**config.mk**
```make
export PLATFORM = sky130hd
export DESIGN_NAME = readout_gate_top
export DESIGN_NICKNAME = d
export VERILOG_FILES = /design/src/readout_pkg.sv /design/src/blink_divider.sv /design/src/drain_timer.sv /design/src/drain_wait_fsm.sv /design/src/readout_gate_top.sv /design/src/rx_status_led.sv
export SDC_FILE = /design/constraint.sdc
export NUM_CORES = 1
export LEC_CHECK = 0
export BUFFER_PORTS_ARGS = -buffer_cell sky130_fd_sc_hd__buf_2
export CAP_MARGIN = 10
export CORE_UTILIZATION = 52
export DETAILED_ROUTE_END_ITERATION = 10
export HOLD_SLACK_MARGIN = 0.03
export PLACE_DENSITY = 0.75
export SYNTH_ARGS = -nofsm -noshare
export SYNTH_HDL_FRONTEND = slang
export SYNTH_HIERARCHICAL = 1
export SYNTH_SLANG_ARGS = --single-unit
```
**constraint.sdc**
```tcl
create_clock -name CLK40 -period 3.2 [get_ports CLK40]
set_input_delay 0.32 -clock CLK40 [delete_from_list [all_inputs] [get_ports CLK40]]
set_output_delay 0.32 -clock CLK40 [all_outputs]
set_load 0.01 [all_outputs]
```
**src/readout_pkg.sv**
```systemverilog
// constants shared by the readout gating RTL and its testbench
// referenced as readout_pkg::name, the top level passes timing values down
`default_nettype none

package readout_pkg;

    // front-end receiver channels
    localparam int N_CH = 4;

    // one led per channel plus the system led on top
    localparam int N_LED = N_CH + 1;

    // consecutive all-empty cycles before the next trigger acknowledge
    localparam int MAX_WAIT_DEFAULT = 64;

    // blink periods in CLK40 cycles, 1 Hz and about 3 Hz
    localparam int SLOW_DIV_DEFAULT = 40000000;
    localparam int FAST_DIV_DEFAULT = 13333333;

    // depth of the fifo status synchronizer
    localparam int SYNC_STAGES = 3;

endpackage

`default_nettype wire

```
**src/blink_divider.sv**
```systemverilog
// slow and fast square blink levels for the status leds
// each level is low for DIV/2 cycles then high for DIV/2, from reset release
`timescale 1ns/1ps
`default_nettype none

module blink_divider #(
    parameter int SLOW_DIV = readout_pkg::SLOW_DIV_DEFAULT,
    parameter int FAST_DIV = readout_pkg::FAST_DIV_DEFAULT
) (
    input  wire  CLK40,
    input  wire  i_arst_n,
    output logic o_blink_slow,
    output logic o_blink_fast
);

    // index 0 slow, index 1 fast
    logic [1:0] blink;

    for (genvar g = 0; g < 2; g++)
    begin : g_div
        localparam int HALF = ((g == 0) ? SLOW_DIV : FAST_DIV) / 2;
        localparam int CW = $clog2(2 * HALF);

        logic [CW-1:0] cnt;

        // wraps after one full period of 2*HALF cycles
        always_ff @(posedge CLK40 or negedge i_arst_n)
        begin
            if (!i_arst_n)
                cnt <= '0;
            else if (cnt == CW'(2 * HALF - 1))
                cnt <= '0;
            else
                cnt <= cnt + 1'b1;
        end

        // second half of the period is the on phase
        assign blink[g] = (cnt >= CW'(HALF));
    end

    assign o_blink_slow = blink[0];
    assign o_blink_fast = blink[1];

endmodule

`default_nettype wire

```
**src/drain_timer.sv**
```systemverilog
// counts consecutive cycles with every enabled front-end fifo empty
// fifo status arrives from the receiver clock and is synchronized first
// o_drained goes high once the count reaches MAX_WAIT
`timescale 1ns/1ps
`default_nettype none

module drain_timer #(
    parameter int MAX_WAIT = readout_pkg::MAX_WAIT_DEFAULT
) (
    input  wire                          CLK40,
    input  wire                          i_arst_n,
    input  wire [readout_pkg::N_CH-1:0] i_rx_enabled,
    input  wire [readout_pkg::N_CH-1:0] i_fe_fifo_empty,
    input  wire                          i_timer_clear,
    input  wire                          i_timer_run,
    output logic                         o_drained
);

    localparam int CW = $clog2(MAX_WAIT + 1);
    localparam int LAST = readout_pkg::SYNC_STAGES - 1;

    logic [readout_pkg::N_CH-1:0] en_sync [readout_pkg::SYNC_STAGES];
    logic [readout_pkg::N_CH-1:0] empty_sync [readout_pkg::SYNC_STAGES];
    logic [CW-1:0]                empty_cnt;
    logic                         busy;

    // flop chain into CLK40, stage 0 may go metastable
    always_ff @(posedge CLK40 or negedge i_arst_n)
    begin
        if (!i_arst_n)
        begin
            for (int s = 0; s < readout_pkg::SYNC_STAGES; s++)
            begin
                en_sync[s] <= '0;
                empty_sync[s] <= '0;
            end
        end
        else
        begin
            en_sync[0] <= i_rx_enabled;
            empty_sync[0] <= i_fe_fifo_empty;
            for (int s = 1; s < readout_pkg::SYNC_STAGES; s++)
            begin
                en_sync[s] <= en_sync[s-1];
                empty_sync[s] <= empty_sync[s-1];
            end
        end
    end

    // disabled channels never hold off the acknowledge
    assign busy = |(en_sync[LAST] & ~empty_sync[LAST]);

    // clear wins over counting, any pending data restarts from zero
    always_ff @(posedge CLK40 or negedge i_arst_n)
    begin
        if (!i_arst_n)
            empty_cnt <= '0;
        else if (i_timer_clear)
            empty_cnt <= '0;
        else if (i_timer_run)
        begin
            if (busy)
                empty_cnt <= '0;
            else if (empty_cnt != CW'(MAX_WAIT))
                empty_cnt <= empty_cnt + 1'b1;
        end
    end

    // saturated count means drained
    assign o_drained = (empty_cnt == CW'(MAX_WAIT));

endmodule

`default_nettype wire

```
**src/drain_wait_fsm.sv**
```systemverilog
// trigger acknowledge gating, CLK40 domain
// a rising cmd ready starts a wait, drained ends it, ack pulses one cycle later
// both trigger enables low force the FSM back to idle
`timescale 1ns/1ps
`default_nettype none

module drain_wait_fsm (
    input  wire  CLK40,
    input  wire  i_arst_n,
    input  wire  i_cmd_ready,
    input  wire  i_ext_trigger_enable,
    input  wire  i_trigger_enabled,
    input  wire  i_drained,
    output logic o_timer_clear,
    output logic o_timer_run,
    output logic o_readout_wait,
    output logic o_trigger_ack
);

    localparam logic ST_IDLE = 1'b0;
    localparam logic ST_WAIT = 1'b1;

    logic state;
    logic cmd_ready_ff;
    logic start_edge;
    logic trig_en;
    logic fifo_ready;
    logic fifo_ready_ff;

    // both enables needed, either one low aborts a wait
    assign trig_en = i_ext_trigger_enable & i_trigger_enabled;

    // command sent, seen as rising edge of the sequencer ready level
    assign start_edge = i_cmd_ready & ~cmd_ready_ff;

    // held high in reset so a high ready level gives no edge at release
    always_ff @(posedge CLK40 or negedge i_arst_n)
    begin
        if (!i_arst_n)
            cmd_ready_ff <= 1'b1;
        else
            cmd_ready_ff <= i_cmd_ready;
    end

    // edges during a wait or while disabled fall through and are lost
    always_ff @(posedge CLK40 or negedge i_arst_n)
    begin
        if (!i_arst_n)
            state <= ST_IDLE;
        else if (!trig_en)
            state <= ST_IDLE;
        else if (state == ST_IDLE && start_edge)
            state <= ST_WAIT;
        else if (state == ST_WAIT && i_drained)
            state <= ST_IDLE;
    end

    // restart the empty count on the same edge that enters the wait
    assign o_timer_clear = trig_en & start_edge & (state == ST_IDLE);
    assign o_timer_run = (state == ST_WAIT);
    assign o_readout_wait = (state == ST_WAIT);

    // internal command ready level, high whenever not waiting
    assign fifo_ready = (state == ST_IDLE);

    // ack is the registered rising edge of the internal ready level
    // delayed copy starts at 1, nothing fires out of reset
    always_ff @(posedge CLK40 or negedge i_arst_n)
    begin
        if (!i_arst_n)
        begin
            fifo_ready_ff <= 1'b1;
            o_trigger_ack <= 1'b0;
        end
        else
        begin
            fifo_ready_ff <= fifo_ready;
            o_trigger_ack <= fifo_ready & ~fifo_ready_ff;
        end
    end

endmodule

`default_nettype wire

```
**src/readout_gate_top.sv**
```systemverilog
// readout gating top level in the CLK40 domain
// holds off trigger acknowledge until enabled fe fifos have drained
// and drives the receiver and system status leds
`timescale 1ns/1ps
`default_nettype none

module readout_gate_top #(
    parameter int MAX_WAIT = readout_pkg::MAX_WAIT_DEFAULT,
    parameter int SLOW_DIV = readout_pkg::SLOW_DIV_DEFAULT,
    parameter int FAST_DIV = readout_pkg::FAST_DIV_DEFAULT
) (
    input  wire                           CLK40,
    input  wire                           i_arst_n,
    // trigger control levels
    input  wire                           i_cmd_ready,
    input  wire                           i_ext_trigger_enable,
    input  wire                           i_trigger_enabled,
    // fe status, asynchronous to CLK40
    input  wire [readout_pkg::N_CH-1:0]   i_rx_enabled,
    input  wire [readout_pkg::N_CH-1:0]   i_fe_fifo_empty,
    // led status
    input  wire [readout_pkg::N_CH-1:0]   i_rx_ready,
    input  wire [readout_pkg::N_CH-1:0]   i_rx_decoder_err,
    input  wire [readout_pkg::N_CH-1:0]   i_rx_fifo_overflow,
    input  wire [readout_pkg::N_CH-1:0]   i_rx_fifo_full,
    input  wire                           i_out_fifo_full,
    input  wire                           i_clk_locked,
    output logic                          o_trigger_ack,
    output logic                          o_readout_wait,
    output logic [readout_pkg::N_LED-1:0] o_led
);

    logic timer_clear;
    logic timer_run;
    logic drained;
    logic blink_slow;
    logic blink_fast;

    // command edge to acknowledge sequencing
    drain_wait_fsm fsm_i (
        .CLK40                (CLK40),
        .i_arst_n             (i_arst_n),
        .i_cmd_ready          (i_cmd_ready),
        .i_ext_trigger_enable (i_ext_trigger_enable),
        .i_trigger_enabled    (i_trigger_enabled),
        .i_drained            (drained),
        .o_timer_clear        (timer_clear),
        .o_timer_run          (timer_run),
        .o_readout_wait       (o_readout_wait),
        .o_trigger_ack        (o_trigger_ack)
    );

    // empty-cycle counter on synchronized fifo status
    drain_timer #(
        .MAX_WAIT (MAX_WAIT)
    ) timer_i (
        .CLK40           (CLK40),
        .i_arst_n        (i_arst_n),
        .i_rx_enabled    (i_rx_enabled),
        .i_fe_fifo_empty (i_fe_fifo_empty),
        .i_timer_clear   (timer_clear),
        .i_timer_run     (timer_run),
        .o_drained       (drained)
    );

    blink_divider #(
        .SLOW_DIV (SLOW_DIV),
        .FAST_DIV (FAST_DIV)
    ) blink_i (
        .CLK40        (CLK40),
        .i_arst_n     (i_arst_n),
        .o_blink_slow (blink_slow),
        .o_blink_fast (blink_fast)
    );

    rx_status_led led_i (
        .i_rx_ready         (i_rx_ready),
        .i_rx_decoder_err   (i_rx_decoder_err),
        .i_rx_fifo_overflow (i_rx_fifo_overflow),
        .i_rx_fifo_full     (i_rx_fifo_full),
        .i_out_fifo_full    (i_out_fifo_full),
        .i_clk_locked       (i_clk_locked),
        .i_blink_slow       (blink_slow),
        .i_blink_fast       (blink_fast),
        .o_led              (o_led)
    );

endmodule

`default_nettype wire

```
**src/rx_status_led.sv**
```systemverilog
// led driver, purely combinational
// channel leds blink slow when ready, fast on decoder error, solid on fifo trouble
// top led blinks slow or stays on with the output fifo full, only while locked
`timescale 1ns/1ps
`default_nettype none

module rx_status_led (
    input  wire [readout_pkg::N_CH-1:0]  i_rx_ready,
    input  wire [readout_pkg::N_CH-1:0]  i_rx_decoder_err,
    input  wire [readout_pkg::N_CH-1:0]  i_rx_fifo_overflow,
    input  wire [readout_pkg::N_CH-1:0]  i_rx_fifo_full,
    input  wire                          i_out_fifo_full,
    input  wire                          i_clk_locked,
    input  wire                          i_blink_slow,
    input  wire                          i_blink_fast,
    output logic [readout_pkg::N_LED-1:0] o_led
);

    always_comb
    begin
        for (int k = 0; k < readout_pkg::N_CH; k++)
        begin
            // dark unless the receiver is ready
            // overflow or full overrides the blink with a solid on
            o_led[k] = i_rx_ready[k]
                     & ((i_rx_decoder_err[k] ? i_blink_fast : i_blink_slow)
                        | i_rx_fifo_overflow[k]
                        | i_rx_fifo_full[k]);
        end

        // system led above the channel leds
        o_led[readout_pkg::N_CH] = (i_blink_slow | i_out_fifo_full) & i_clk_locked;
    end

endmodule

`default_nettype wire

```
=== Yosys cells after proc, flatten, opt, wreduce, memory -nomap -nowiden ===
Index checks and enable logic that the tools add are counted.
Widths: inputs -> output; s select.

* Add/subtract/negate cells: 3
* Magnitude comparators: 2
* Equality and inequality tests: 5
* Muxes and demuxes: 13
* Bitwise operators: 24
* Reductions and logical operators: 6

{| class="wikitable"
|+ Operator list
! operator !! count
|-
| $mux 7 || 4
|-
| $add 26x1->26 const B || 1
|-
| $eq 26x26->1 const B || 1
|-
| $ge 26x25->1 const B || 1
|-
| $mux 26 || 1
|-
| $add 24x1->24 const B || 1
|-
| $eq 24x24->1 const B || 1
|-
| $ge 24x23->1 const B || 1
|-
| $mux 24 || 1
|-
| $and 1x1->1 || 10
|-
| $or 1x1->1 || 9
|-
| $add 7x1->7 const B || 1
|-
| $eq 7x7->1 const B || 1
|-
| $mux 1 || 7
|-
| $ne 7x7->1 const B || 1
|-
| $and 4x4->4 || 1
|-
| $not 4->4 || 1
|-
| $reduce_or 4->1 || 1
|-
| $ne 3x3->1 const B || 1
|-
| $not 1->1 || 3
|-
| $reduce_bool 3->1 || 1
|-
| $logic_and 1x1->1 || 2
|-
| $reduce_and 2->1 || 1
|-
| $reduce_bool 2->1 || 1
|}

* Register bits after elaboration: 85
* Bits of input ports: 31
* Output and inout bits: 7
* Logic and storage cells: 66

=== Logic depth before layout (Yosys ltp) ===
Gate-level depths: netlist of run 1.

* Depth in word-level cells: 6
* Gate-level depth with buffers: 8
* Depth with buffers taken out: 8

=== Cells and area by module ===
Netlist of run 1, hierarchy kept.

{| class="wikitable"
|+ Modules (own cells, without submodules)
! module !! times used !! cells an instance !! area each (sq um) !! sequential area each (sq um)
|-
| blink_divider || 1 || 289 || 2,733.9 || 1,251.2
|-
| drain_timer || 1 || 74 || 1,082.3 || 775.7
|-
| drain_wait_fsm || 1 || 12 || 150.1 || 102.6
|-
| rx_status_led || 1 || 9 || 87.6 || 0.0
|}

=== Worst setup path after synthesis of run 1 ===
No wires, ideal clock.

* Kind: flip-flop to output port
* Start point: register blink_i.g_div[0].cnt[12]
* End point: output port o_led[0] (netlist bit)
* Data arrival time: 2,145 ps
* Required time: 2,880 ps
* Slack: 735 ps
* Stages on the path, launching flop included: 8
* Path buffers: 1
* Cells stage by stage: dfrtp_1 -> clkbuf_1 -> a211o_1 -> a2111oi_0 -> o21ai_0 -> a221o_1 -> mux2_1 -> o31a_1

* Longest elaborated chain between the ends: 5

{| class="wikitable"
|+ Ends and longest elaborated chain
! what !! line !! text
|-
| start: declaration || blink_divider.sv:24 || <nowiki>logic [CW-1:0] cnt;</nowiki>
|-
| start signal: assignment || blink_divider.sv:34 || <nowiki>cnt <= cnt + 1'b1;</nowiki>
|-
| $ge 26x25->1 || blink_divider.sv:38 || <nowiki>assign blink[g] = (cnt >= CW'(HALF));</nowiki>
|-
| named net blink_slow || readout_gate_top.sv:36 || <nowiki>logic blink_slow;</nowiki>
|-
| $mux 1 || rx_status_led.sv:26 || <nowiki>& ((i_rx_decoder_err[k] ? i_blink_fast : i_blink_slow)</nowiki>
|-
| $or 1x1->1 || rx_status_led.sv:27 || <nowiki>| i_rx_fifo_overflow[k]</nowiki>
|-
| $or 1x1->1 || rx_status_led.sv:28 || <nowiki>| i_rx_fifo_full[k]);</nowiki>
|-
| $and 1x1->1 || rx_status_led.sv:26 ||
|-
| end: declaration || readout_gate_top.sv:30 || <nowiki>output logic [readout_pkg::N_LED-1:0] o_led</nowiki>
|}

The timed path passes the listed nets, and every way through them passes these cells.

=== Worst setup path after layout of run 1 ===
* Start point: register blink_i.g_div[0].cnt[13]
* End point: output port o_led[1] (netlist bit)

The elaborated chain is that of the path after synthesis.

==> summary.md, run 1 <==
| Metric | Value |
|---|---|
| DP HPWL | `5294 µm` |
| R2r startpoint | `blink_i/g_div[1].cnt[0]$_DFF_PN0_` |
| Number of buffers created by CTS | `9` |
| Sequential cell area | `2131 µm²` |
| Fin. max-slew vios | `0` |
| Leak | `0.001928 µW` |
| # rows | `31` |
| Core ar. | `7408 µm²` |
| GR Overflow Total | `0` |
| Netlist cell types | `61` |
| Clk sinks | `85` |
| P&R area growth vs syn | `11.91%` |
| ANT cells | `0` |
| Setup Buffers After CTS | `0` |
| H-Tree Depth | `3` |
| Post-DR wirelength/cell | `14.43 µm` |
| Drt first-iter violations | `159` |
| Fin Clk Skew | `10.75 ps` |
| Sequential fraction of the synthesis area | `52.53%` |
| Nets@finish | `460` |
| CTS tree | `yes` |
| Synthesized flop and latch total | `85` |
| Commonest non-fill, non-tap cell in the layout | `dfrtp_1` |
| Final Hold Fails | `0` |
| Starting Density | `54.72%` |
| Tcrit/Tclk final | `96.46%` |
| CTS root buf | `clkbuf_8` |
| Fillers | `611` |
| Clock Latency Late Sink | `360 ps` |
| Warnings, synthesis | `6` |
| Max_cap viols | `0` |
| Maximum vdd ir drop | `288.5 µV` |
| Hold WC Path Type | `in2reg` |
| Final ANT Viol Nets | `0` |
| Actual slew at the worst max-slew pin | `1015 ps` |
| # setup viols final | `0` |
| Startpoint class of the critical path | `register` |
| R2R cell count | `6` |
| Gr usage total | `21.08%` |
| Crit-path max FO | `7` |
| RSZ-0062 raised after global routing | `false` |
| Full die area | `8153 µm²` |
| Mapped cell area | `4054 µm²` |
| Vias in the first global route | `3069` |
| CP Capture Type | `output port` |
| FMAX | `324.0 MHz` |
| Reg clk slew, reported paths | `100 ps` |
| First-pass GRT wire length | `13830 µm` |
| Largest net degree at the start of global routing | `86` |
| Die height | `90.30 µm` |
| Layout cell share with drive strength beyond 1 | `17.52%` |
| Hold depth | `1` |
| Clock Tree Buf Depth | `2` |
| Drt total wl | `7606 µm` |
| Area of the multi-input gates | `1792 µm²` |
| Die X-Extent | `90.30 µm` |
| Status | `completed` |
| Tot Pwr | `1933 µW` |
| Critical path type | `reg2out` |
| DRC viols | `0` |
| PD cells | `426.0 nW/µm²` |
| Data arrival, critical path | `2770 ps` |
| Async set-or-reset flop fraction in the synthesized netlist | `100.0%` |
| DR vias | `2968` |
| Reg2reg setup slack | `800 ps` |
| Min Tclk post-route | `3087 ps` |
| Worst Path Required | `2880 ps` |
| RePlAce Congestion | `0.8495` |
| Post-synth EDFFs | `0` |
| Setup TNS | `0 ps` |
| Avg Synthesized Cell Area | `10.56 µm²` |
| First-pass DRT Iterations | `5` |
| Post-Layout Cell Count | `527` |
| Io pins | `38` |
| Vias per cell | `5.632` |
| Most frequent cells in the layout | `dfrtp_1, nor2_1, buf_2, xnor2_1, nand2_1` |
| Hold_sp | `i_cmd_ready` |
| Relative slew slack | `32.30%` |
| Port buffer count | `37` |
| Antenna violations before repair | `0` |
| Main synth FF type | `dfrtp_1` |
| Synth Instances | `384` |
| Mapped Nets | `421` |
| Reg-to-Reg End | `blink_i/g_div[1].cnt[20]$_DFF_PN0_` |
| Hold path endpoint | `fsm_i/cmd_ready_ff$_DFF_PN1_` |
| Dpl cells | `510` |
[power breakdown]
group	internal, µW	switching [µW]	leakage [µW]	total [µW]
Sequential	1100	10.1	0.00109	1110
Clock	308	441	0.0000954	749
Combinational	33.7	45.1	0.000739	78.7
Total	1440	496	0.00193	1930
[worst max-delay path by stage]
stage,slack [ps],from,cells after the start,end
final,110,blink_i/g_div[0].cnt[13]$_DFF_PN0_,7,o_led[1]
after global routing,20,blink_i/g_div[0].cnt[12]$_DFF_PN0_,7,o_led[0]
after CTS,120,blink_i/g_div[0].cnt[13]$_DFF_PN0_,7,o_led[1]
after detailed placement,550,blink_i/g_div[0].cnt[13]$_DFF_PN0_,7,o_led[1]
after global placement,600,blink_i/g_div[0].cnt[13]$_DFF_PN0_,7,o_led[2]
after floorplan,730,blink_i/g_div[0].cnt[12]$_DFF_PN0_,7,o_led[0]
[Yosys cell counts (all sizes together), types with 2 or more instances]
cell type,instances,share of area (%)
mux2,4,1.1
xor2,8,1.7
o21ai,16,2.0
xnor2,25,5.6
o31ai,4,0.74
a2111oi,2,0.90
nand4,13,2.4
mux2i,4,0.99
nor4,14,2.5
nor3,9,1.1
a31o,3,0.65
clkbuf,6,0.56
or3,6,0.99
o31a,4,0.86
dfstp,2,1.3
inv,20,1.9
or4b,3,0.83
a22o,3,0.65
nor2b,6,1.1
and3,4,0.62
nor4b,3,0.65
a21oi,10,1.3
a31oi,3,0.46
or4,10,2.0
ha,6,1.9
nand2,23,2.1
dfrtp,83,51
buf,6,0.86
nand3,22,2.7
and2,2,0.31
nor2,38,3.5
or2,5,0.77
[sequential cells by signal (all words and copies together) (netlist names)]
register	cells
fsm_i/cmd_ready_ff	1
blink_i/g_div.cnt	50
timer_i/empty_cnt	7
fsm_i/o_readout_wait	1
timer_i/empty_sync	12
timer_i/en_sync	12
fsm_i/o_trigger_ack	1
fsm_i/fifo_ready_ff	1
[worst max-delay path: stages (launching register included)]
cell and delay [ps]:
dfrtp_2 460, a211o_1 320, a2111oi_0 400, o21ai_0 130, a221o_1 420, mux2_1 300
o31a_1 240, buf_2 140
[per-layer routing]
layer | track usage, % | routed length [µm] | part of all wire (%) | vias up
li1 | - | - | - | 1453
met1 | 26.75 | 3473 | 46 | 1450
met2 | 35.24 | 3773 | 50 | 54
met3 | 4.125 | 256 | 3.4 | 11
met4 | 9.140 | 102 | 1.3 | 0
met5 | 0 | 0 | 0 | -
[through the flow]
stage	hold slack, ps	setup slack, ps	util [%]	area, µm²
2_1_floorplan	24.41	734.9	-	4054
3_3_place_gp	331.6	595.0	58.35	4323
3_5_place_dp	334.7	552.8	58.35	4323
6_report	51.33	113.4	61.24	4537
5_1_grt	33.30	18.92	61.24	4537
4_1_cts	35.26	115.9	61.09	4526
[timing repair]
action                     4_1_cts  5_1_grt
setup endpoints to repair        0        1
hold buffers                     0        1
hold endpoints to repair         0        1
gates resized for setup          0        1
[cells by family after synthesis]
logic type | share of synthesized area [%]
AND/OR/NAND/NOR | 22.93
flip-flops | 52.53
AO/OA/AOI/OAI | 10.00
XOR/XNOR | 7.315
buffers and inverters | 3.271
multiplexers | 2.099
adder cells (fa/ha/maj) | 1.852
[final cells by class]
class | count | share of cell area, %
inverters | 20 | 1.655
clock inverters | 7 | 1.737
flip-flops and latches | 85 | 46.97
well taps | 99 | 2.730
multi-input cells | 267 | 39.49
repair buffers | 40 | 4.688
clock buffers | 9 | 2.730
Note: power is estimated with default switching activity, not from simulation.
==> run 2: changes to the inputs <==
--- a/config.mk
+++ b/config.mk
@@ -5,6 +5,7 @@
 export SDC_FILE = /design/constraint.sdc
 export NUM_CORES = 1
 export LEC_CHECK = 0
+export ABC_AREA = 1
 export BUFFER_PORTS_ARGS = -buffer_cell sky130_fd_sc_hd__buf_2
 export CAP_MARGIN = 10
 export CORE_UTILIZATION = 52
==> summary.md, run 2 <==
| Metric | Value |
|---|---|
| Status | `completed` |
| Port buffer count | `37 (unchanged)` |
| Clock Tree Buf Depth | `2 (unchanged)` |
| Data arrival, critical path | `2010 ps (-760 ps)` |
| Top flop regs | `blink_i/g_div.cnt (50), timer_i/empty_sync (12), timer_i/en_sync (12)` |
| Fin Clk Skew | `13.01 ps (+2.269 ps)` |
| Share of the synthesized area in the top cell type | `44.43% (-6.8 points)` |
| Leak | `0.002637 µW (+37%)` |
| Avg Synthesized Cell Area | `7.192 µm² (-32%)` |
| R2r startpoint | `blink_i/g_div[1].cnt[0]$_DFF_PN0_` |
| Place WS | `1276 ps (+722.7 ps)` |
| Setup Buffers After CTS | `0 (unchanged)` |
| Reg-to-Reg End | `blink_i/g_div[1].cnt[16]$_DFF_PN0_` |
| Max_cap viols | `0 (unchanged)` |
| Hold path endpoint | `timer_i/empty_sync[8]$_DFF_PN0_` |
| Worst Path Required | `2880 ps (about the same)` |
| Crit-path max FO | `6 (-1)` |
| Async set-or-reset flop fraction in the synthesized netlist | `100.0% (unchanged)` |
| ANT cells | `0 (unchanged)` |
| P&R area growth vs syn | `10.57%` |
| Top post-synthesis cells by count | `nand2_1, nor2_1, inv_1` |
| Synthesized flop and latch total | `85 (unchanged)` |
| Largest Register | `blink_i/g_div.cnt` |
| Largest net degree at the start of global routing | `86 (unchanged)` |
| Post_cts resized | `0 (unchanged)` |
| Synth Instances | `650 (+69%)` |
| CP Capture Type | `output port` |
| Reg clk slew, reported paths | `90 ps (about the same)` |
| RSZ-0062 raised after global routing | `false` |
| RePlAce Congestion | `0.9493 (+12%)` |
| Layout cell share with drive strength beyond 1 | `10.74% (-6.8 points)` |
| Netlist cell types | `30 (-51%)` |
| Mapped cell area | `4674 µm² (+15%)` |
| Gr usage total | `23.53% (+2.5 points)` |
| Nets@finish | `730 (+59%)` |
| Full die area | `9372 µm² (+15%)` |
| Maximum vdd ir drop | `229.8 µV (-20%)` |
| Tot Pwr | `1999 µW (+3.4%)` |
| CTS tree | `yes` |
| Tcrit/Tclk final | `72.72% (-24 points)` |
| DP HPWL | `7436 µm (+40%)` |
| Hold WC Path Type | `in2reg` |
| Die height | `96.81 µm (+7.2%)` |
| Vias per cell | `5.074 (-9.9%)` |
| Sequential fraction of the synthesis area | `45.56% (-7.0 points)` |
| Post-synth EDFFs | `0 (unchanged)` |
| Fin. max-slew vios | `0 (unchanged)` |
| Final Hold Fails | `0 (unchanged)` |
| Hold buffer count at CTS | `0 (unchanged)` |
| Critical path type | `reg2out` |
| Drt first-iter violations | `229 (+44%)` |
| Drt total wl | `10050 µm (+32%)` |
| PD cells | `386.7 nW/µm² (-9.2%)` |
| First-pass GRT wire length | `17840 µm (+29%)` |
| Hold_sp | `i_fe_fifo_empty[0]` |
| Final ANT Viol Nets | `0 (unchanged)` |
| Clk sinks | `85 (unchanged)` |
| Most frequent cells in the layout | `nand2_1, nor2_1, inv_1, dfrtp_1, nand3_1` |
| Vias in the first global route | `3952 (+29%)` |
| First-pass DRT Iterations | `5 (unchanged)` |
| Hold depth | `1 (unchanged)` |
| CTS root buf | `clkbuf_8` |
| Main synth FF type | `dfrtp_1` |
| Core ar. | `8721 µm² (+18%)` |
| Setup TNS | `0 ps (unchanged)` |
| Crit path cell chain | `inv_1 -> ha_1 -> inv_1 -> nand2_1 -> nand3_1 -> a21oi_1 -> nand2_1 -> nand3_1 -> nand2_1 -> nand3_1 -> nand2_1 -> inv_1 -> buf_2` |
| Post-DR wirelength/cell | `12.47 µm (-14%)` |
| Cell accounting for the most synthesized area | `dfrtp_1` |
| Commonest non-fill, non-tap cell in the layout | `nand2_1` |
| GR Overflow Total | `0 (unchanged)` |
| Warnings, synthesis | `6 (unchanged)` |
| Clock Latency Late Sink | `370 ps (about the same)` |
| Die X-Extent | `96.81 µm (+7.2%)` |
| Starting Density | `53.60% (-1.1 points)` |
| Crit path top cell by count | `nand2_1` |
| Crit-path max cell delay | `440 ps (-20 ps)` |
| Antenna violations before repair | `0 (unchanged)` |
| Max FFs per register | `50 (unchanged)` |
| Post-Layout Cell Count | `806 (+53%)` |
| Dpl cells | `790 (+55%)` |
| Final WS setup | `872.9 ps (+759.5 ps)` |
| FMAX | `429.7 MHz (+33%)` |
| Relative slew slack | `31.05% (-1.3 points)` |
| R2R cell count | `7 (+1)` |
| Number of buffers created by CTS | `9 (unchanged)` |
| Min Tclk post-route | `2327 ps (-759.5 ps)` |
| Count leader, synth | `nand2_1` |
| Io pins | `38 (unchanged)` |
| Area contributors post-synth | `dfrtp_1, nand2_1, nor2_1` |
| DR vias | `4090 (+38%)` |
| Mapped Nets | `687 (+63%)` |
| Startpoint class of the critical path | `register` |
| # rows | `34 (+9.7%)` |
| Reg2reg setup slack | `1320 ps (+520 ps)` |
| # setup viols final | `0 (unchanged)` |
| Slowest-stage cell, CP | `dfrtp_1` |
| H-Tree Depth | `3 (unchanged)` |
| Actual slew at the worst max-slew pin | `1034 ps (+18.79 ps)` |
| DRC viols | `0 (unchanged)` |
-- run 2: cell count changes after synthesis, sizes merged, moves of 10 or more --
| cell | delta |
|---|---|
| inv | +86 |
| nand2 | +172 |
| nand3 | +26 |
| nor2 | +89 |
| nor4 | -14 |
| or4 | -10 |
| xnor2 | -21 |
| xor2 | +13 |
-- run 2: logic make-up (layout without fill, tap and decap cells) --
logic type               count (synthesis)  count (layout)  synth area share (%)
AO/OA/AOI/OAI                           19              19                 2.195
flip-flops                              85              85                 45.56
AND/OR/NAND/NOR                        403             403                 36.62
buffers and inverters                  112             160                 9.341
XOR/XNOR                                25              25                 4.684
adder cells (fa/ha/maj)                  6               6                 1.606
-- run 2: final cells by class --
| type | instances | area [µm²] |
|---|---|---|
| inverters | 107 | 402.9 |
| fillers | 815 | 3552 |
| multi-input cells | 453 | 2108 |
| repair buffers | 37 | 187.7 |
| flip-flops and latches | 85 | 2130 |
| clock buffers | 9 | 123.9 |
| well taps | 108 | 135.1 |
| clock inverters | 7 | 81.33 |
-- run 2: through the flow --
stage	hold slack, ps	cell area, µm²	utilization [%]
6_report	52.66	5169	59.27
5_1_grt	32.04	5169	59.27
4_1_cts	42.75	5169	59.27
3_5_place_dp	335.5	4964	56.92
3_3_place_gp	331.8	4964	56.92
2_1_floorplan	24.41	4674	-
-- run 2: per-layer routing --
layer  vias to the layer above  GRT usage (%)  part of all wire [%]
met5                         -              0                     0
met4                         0          7.922                   1.7
met3                        17          5.058                   5.3
met2                       137          37.87                    46
met1                      1865          31.63                    47
li1                       2071              -                     -
-- run 2: worst max-delay path, delay by kind of cell (launching register included) --
family | cells | cell delay (ps)
fa+ha+maj | 1 | 160
flops | 1 | 440
simple gates | 7 | 580
compound gates | 1 | 160
buf+inv | 4 | 310
-- run 2: worst max path at each step --
stage	from	endpoint	cells past startpoint	slack, ps
after detailed placement	blink_i/g_div[1].cnt[0]$_DFF_PN0_	o_led[2]	13	1280
after global placement	blink_i/g_div[1].cnt[0]$_DFF_PN0_	o_led[3]	13	1350
after global routing	blink_i/g_div[1].cnt[0]$_DFF_PN0_	o_led[3]	13	660
final	blink_i/g_div[1].cnt[0]$_DFF_PN0_	o_led[2]	13	870
after CTS	blink_i/g_div[1].cnt[0]$_DFF_PN0_	o_led[2]	13	850
after floorplan	blink_i/g_div[1].cnt[0]$_DFF_PN0_	o_led[0]	12	1580
-- run 2: report_power, final --
part           switching, µW  leakage [µW]  internal (µW)  total, µW
registers               15.5       0.00109           1100       1110
logic                   61.2       0.00144           34.6       95.8
clock network            417     0.0000997            372        789
==> run 3: changes to the inputs <==
==> constraint.sdc (replaced) <==
create_clock -name CLK40 -period 2.2 [get_ports CLK40]
set_input_delay 0.22 -clock CLK40 [delete_from_list [all_inputs] [get_ports CLK40]]
set_output_delay 0.22 -clock CLK40 [all_outputs]
set_load 0.01 [all_outputs]
==> summary.md, run 3 (same netlist as run 2, synthesis figures left out) <==
| Metric | Value |
|---|---|
| Status | `completed` |
| Internal power | `2121 µW (+41%)` |
| DR vias | `4191 (+2.5%)` |
| Clock group share of total power | `37.0% (-2.5 points)` |
| Gr usage total | `24.55% (+1.0 points)` |
| Final ANT Viol Nets | `0 (unchanged)` |
| RePlAce Congestion | `0.9683 (+2.0%)` |
| Post-Layout Cell Count | `821 (+1.9%)` |
| Post-DR wirelength/cell | `13.09 µm (+5.0%)` |
| First-pass DRT Iterations | `5 (unchanged)` |
| Die height | `96.81 µm (unchanged)` |
| Clk sinks | `85 (unchanged)` |
| Number of buffers created by CTS | `9 (unchanged)` |
| Core ar. | `8721 µm² (unchanged)` |
| PD cells | `528.9 nW/µm² (+37%)` |
| Delay-heaviest family, CP | `simple AND/OR/NAND/NOR gates` |
| Drt total wl | `10750 µm (+7.0%)` |
| Top flop regs | `blink_i/g_div.cnt (50), timer_i/empty_sync (12), timer_i/en_sync (12)` |
| Crit-path max cell delay | `440 ps (about the same)` |
| Fin util | `61.46% (+2.2 points)` |
| Layout cell share with drive strength beyond 1 | `14.03% (+3.3 points)` |
| Reg2reg setup slack | `360 ps (-960 ps)` |
| Min Tclk post-route | `2131 ps` |
| Antenna violations before repair | `0 (unchanged)` |
| Switching Power | `713.6 µW (+45%)` |
| Data arrival, critical path | `1910 ps (-100 ps)` |
| Clock Latency Late Sink | `360 ps (about the same)` |
| Setup TNS | `0 ps (unchanged)` |
| P&R area growth vs syn | `14.67%` |
| Reg power frac | `57.1% (+1.4 points)` |
| Slowest-stage cell, CP | `dfrtp_2` |
| # rows | `34 (unchanged)` |
| Startpoint class of the critical path | `register` |
| Relative slew slack | `59.64% (+29 points)` |
| ANT cells | `0 (unchanged)` |
| Reg clk slew, reported paths | `90 ps (about the same)` |
| R2R cell count | `7 (unchanged)` |
| Hold depth | `3 (+2)` |
| Vias in the first global route | `4001 (+1.2%)` |
| Full die area | `9372 µm² (unchanged)` |
| Port buffer count | `37 (unchanged)` |
| Fin. max-slew vios | `0 (unchanged)` |
| Sw Share | `25.17% (+0.49 points)` |
| First-pass GRT wire length | `18640 µm (+4.4%)` |
| Worst Path Required | `1980 ps (-900 ps)` |
| RSZ-0062 raised after global routing | `true` |
| Comb pwr share | `5.8% (+1.0 points)` |
| FMAX | `469.3 MHz` |
| Largest net degree at the start of global routing | `48 (-44%)` |
| CTS root buf | `clkbuf_8` |
| Starting Density | `53.60% (unchanged)` |
| Critical path type | `reg2out` |
| Io pins | `38 (unchanged)` |
| Max_cap viols | `0 (unchanged)` |
| Crit-path max FO | `6 (unchanged)` |
| Dpl cells | `792 (+0.25%)` |
| Hold_sp | `i_ext_trigger_enable` |
| Die X-Extent | `96.81 µm (unchanged)` |
| Nets@finish | `745 (+2.1%)` |
| Worst Path Buf+Inv | `4 (unchanged)` |
| Clock Tree Buf Depth | `2 (unchanged)` |
| Min Hold Slack | `127.8 ps (+75.12 ps)` |
| Hold path endpoint | `fsm_i/o_readout_wait$_DFFE_PN0P_` |
| CTS tree | `yes` |
| Tcrit/Tclk final | `96.86%` |
| DP HPWL | `7910 µm (+6.4%)` |
| Crit path cell chain | `inv_2 -> ha_1 -> inv_1 -> nand2_1 -> nand3_2 -> a21oi_2 -> nand2_2 -> nand3_4 -> nand2_2 -> nand3_1 -> nand2_1 -> inv_1 -> buf_2` |
| Final Hold Fails | `0 (unchanged)` |
| Tot Pwr | `2835 µW (+42%)` |
| Max FFs per register | `50 (unchanged)` |
| Largest Register | `blink_i/g_div.cnt` |
| Vias per cell | `5.105 (+0.60%)` |
| DRC viols | `0 (unchanged)` |
| Hold WC Path Type | `in2reg` |
| Leak | `0.002714 µW (+2.9%)` |
| Commonest non-fill, non-tap cell in the layout | `nand2_1` |
| H-Tree Depth | `3 (unchanged)` |
| Drt first-iter violations | `241 (+5.2%)` |
| Fin Clk Skew | `22.29 ps (+9.279 ps)` |
| Most frequent cells in the layout | `nand2_1, nor2_1, inv_1, dfrtp_1, nand3_1` |
| Maximum vdd ir drop | `341.1 µV (+48%)` |
| Actual slew at the worst max-slew pin | `605.4 ps (-428.9 ps)` |
| CP Capture Type | `output port` |
| R2r startpoint | `blink_i/g_div[1].cnt[0]$_DFF_PN0_` |
| GR Overflow Total | `0 (unchanged)` |
| # setup viols final | `0 (unchanged)` |
| Reg-to-Reg End | `blink_i/g_div[1].cnt[13]$_DFF_PN0_` |
## run 3: cell types whose count changed in the layout (fill, tap and decap cells not counted), moves of 3 or more
| cell | delta |
|---|---|
| nand3_2 | +4 |
| nand2_2 | +3 |
| dlygate4sd3_1 | +10 |
| nand2_1 | -3 |
| dfrtp_1 | -7 |
| buf_4 | +4 |
| nand3_1 | -5 |
| dfrtp_2 | +7 |
## run 3: power by group through the flow
stage	Combinational [µW]	Sequential, µW	Clock [µW]
after floorplan	66.8	1650	0
after global placement	145	1650	0
after detailed placement	152	1650	0
after CTS	167	1620	1100
after global routing	190	1630	1160
final	165	1620	1050
## run 3: worst max-delay path by stage
stage | startpoint | end | slack [ps] | cells after the start
4_1_cts | blink_i/g_div[1].cnt[0]$_DFF_PN0_ | o_led[2] | 10 | 13
3_5_place_dp | blink_i/g_div[1].cnt[0]$_DFF_PN0_ | o_led[2] | 350 | 13
5_1_grt | blink_i/g_div[1].cnt[0]$_DFF_PN0_ | o_led[0] | -70 | 13
2_1_floorplan | blink_i/g_div[1].cnt[0]$_DFF_PN0_ | o_led[0] | 680 | 12
3_3_place_gp | blink_i/g_div[1].cnt[0]$_DFF_PN0_ | o_led[2] | 410 | 13
6_report | blink_i/g_div[1].cnt[0]$_DFF_PN0_ | o_led[1] | 70 | 13
## run 3: area by class of cell
class / count / area [µm²]
Clock buffer: 10 / 137.6
Timing Repair Buffer: 52 / 337.8
Inverter: 107 / 402.9
Multi-Input combinational cell: 453 / 2157
Clock inverter: 6 / 51.30
Sequential cell: 85 / 2138
Fill cell: 780 / 3361
Tap cell: 108 / 135.1
## run 3: routing by layer
| metal | GRT usage [%] | wire length (µm) | vias to the layer above |
|---|---|---|---|
| met2 | 39.06 | 4949 | 153 |
| li1 | - | - | 2098 |
| met1 | 34.05 | 4916 | 1917 |
| met4 | 7.233 | 203 | 0 |
| met5 | 0 | 0 | - |
| met3 | 4.913 | 680 | 23 |
## run 3: worst min-delay path, delay by kind of cell
| family | cells | cell delay (ps) |
|---|---|---|
| simple gates | 2 | 130 |
| buf+inv | 1 | 110 |
## run 3: per-stage QoR
step,worst slack (ps),area [µm²]
finish,69.01,5360
global route,-68.87,5360
floorplan,679.6,4674
CTS,14.73,5290
detailed placement,354.4,4991
global placement,414.5,4991
## run 3: what timing repair did
item	4_1_cts	5_1_grt
buffers inserted	0	3
resized for setup	2	21
hold buffers	10	0
pin swaps	0	7
setup endpoints to repair	4	5
endpoints found under the hold margin	55	0
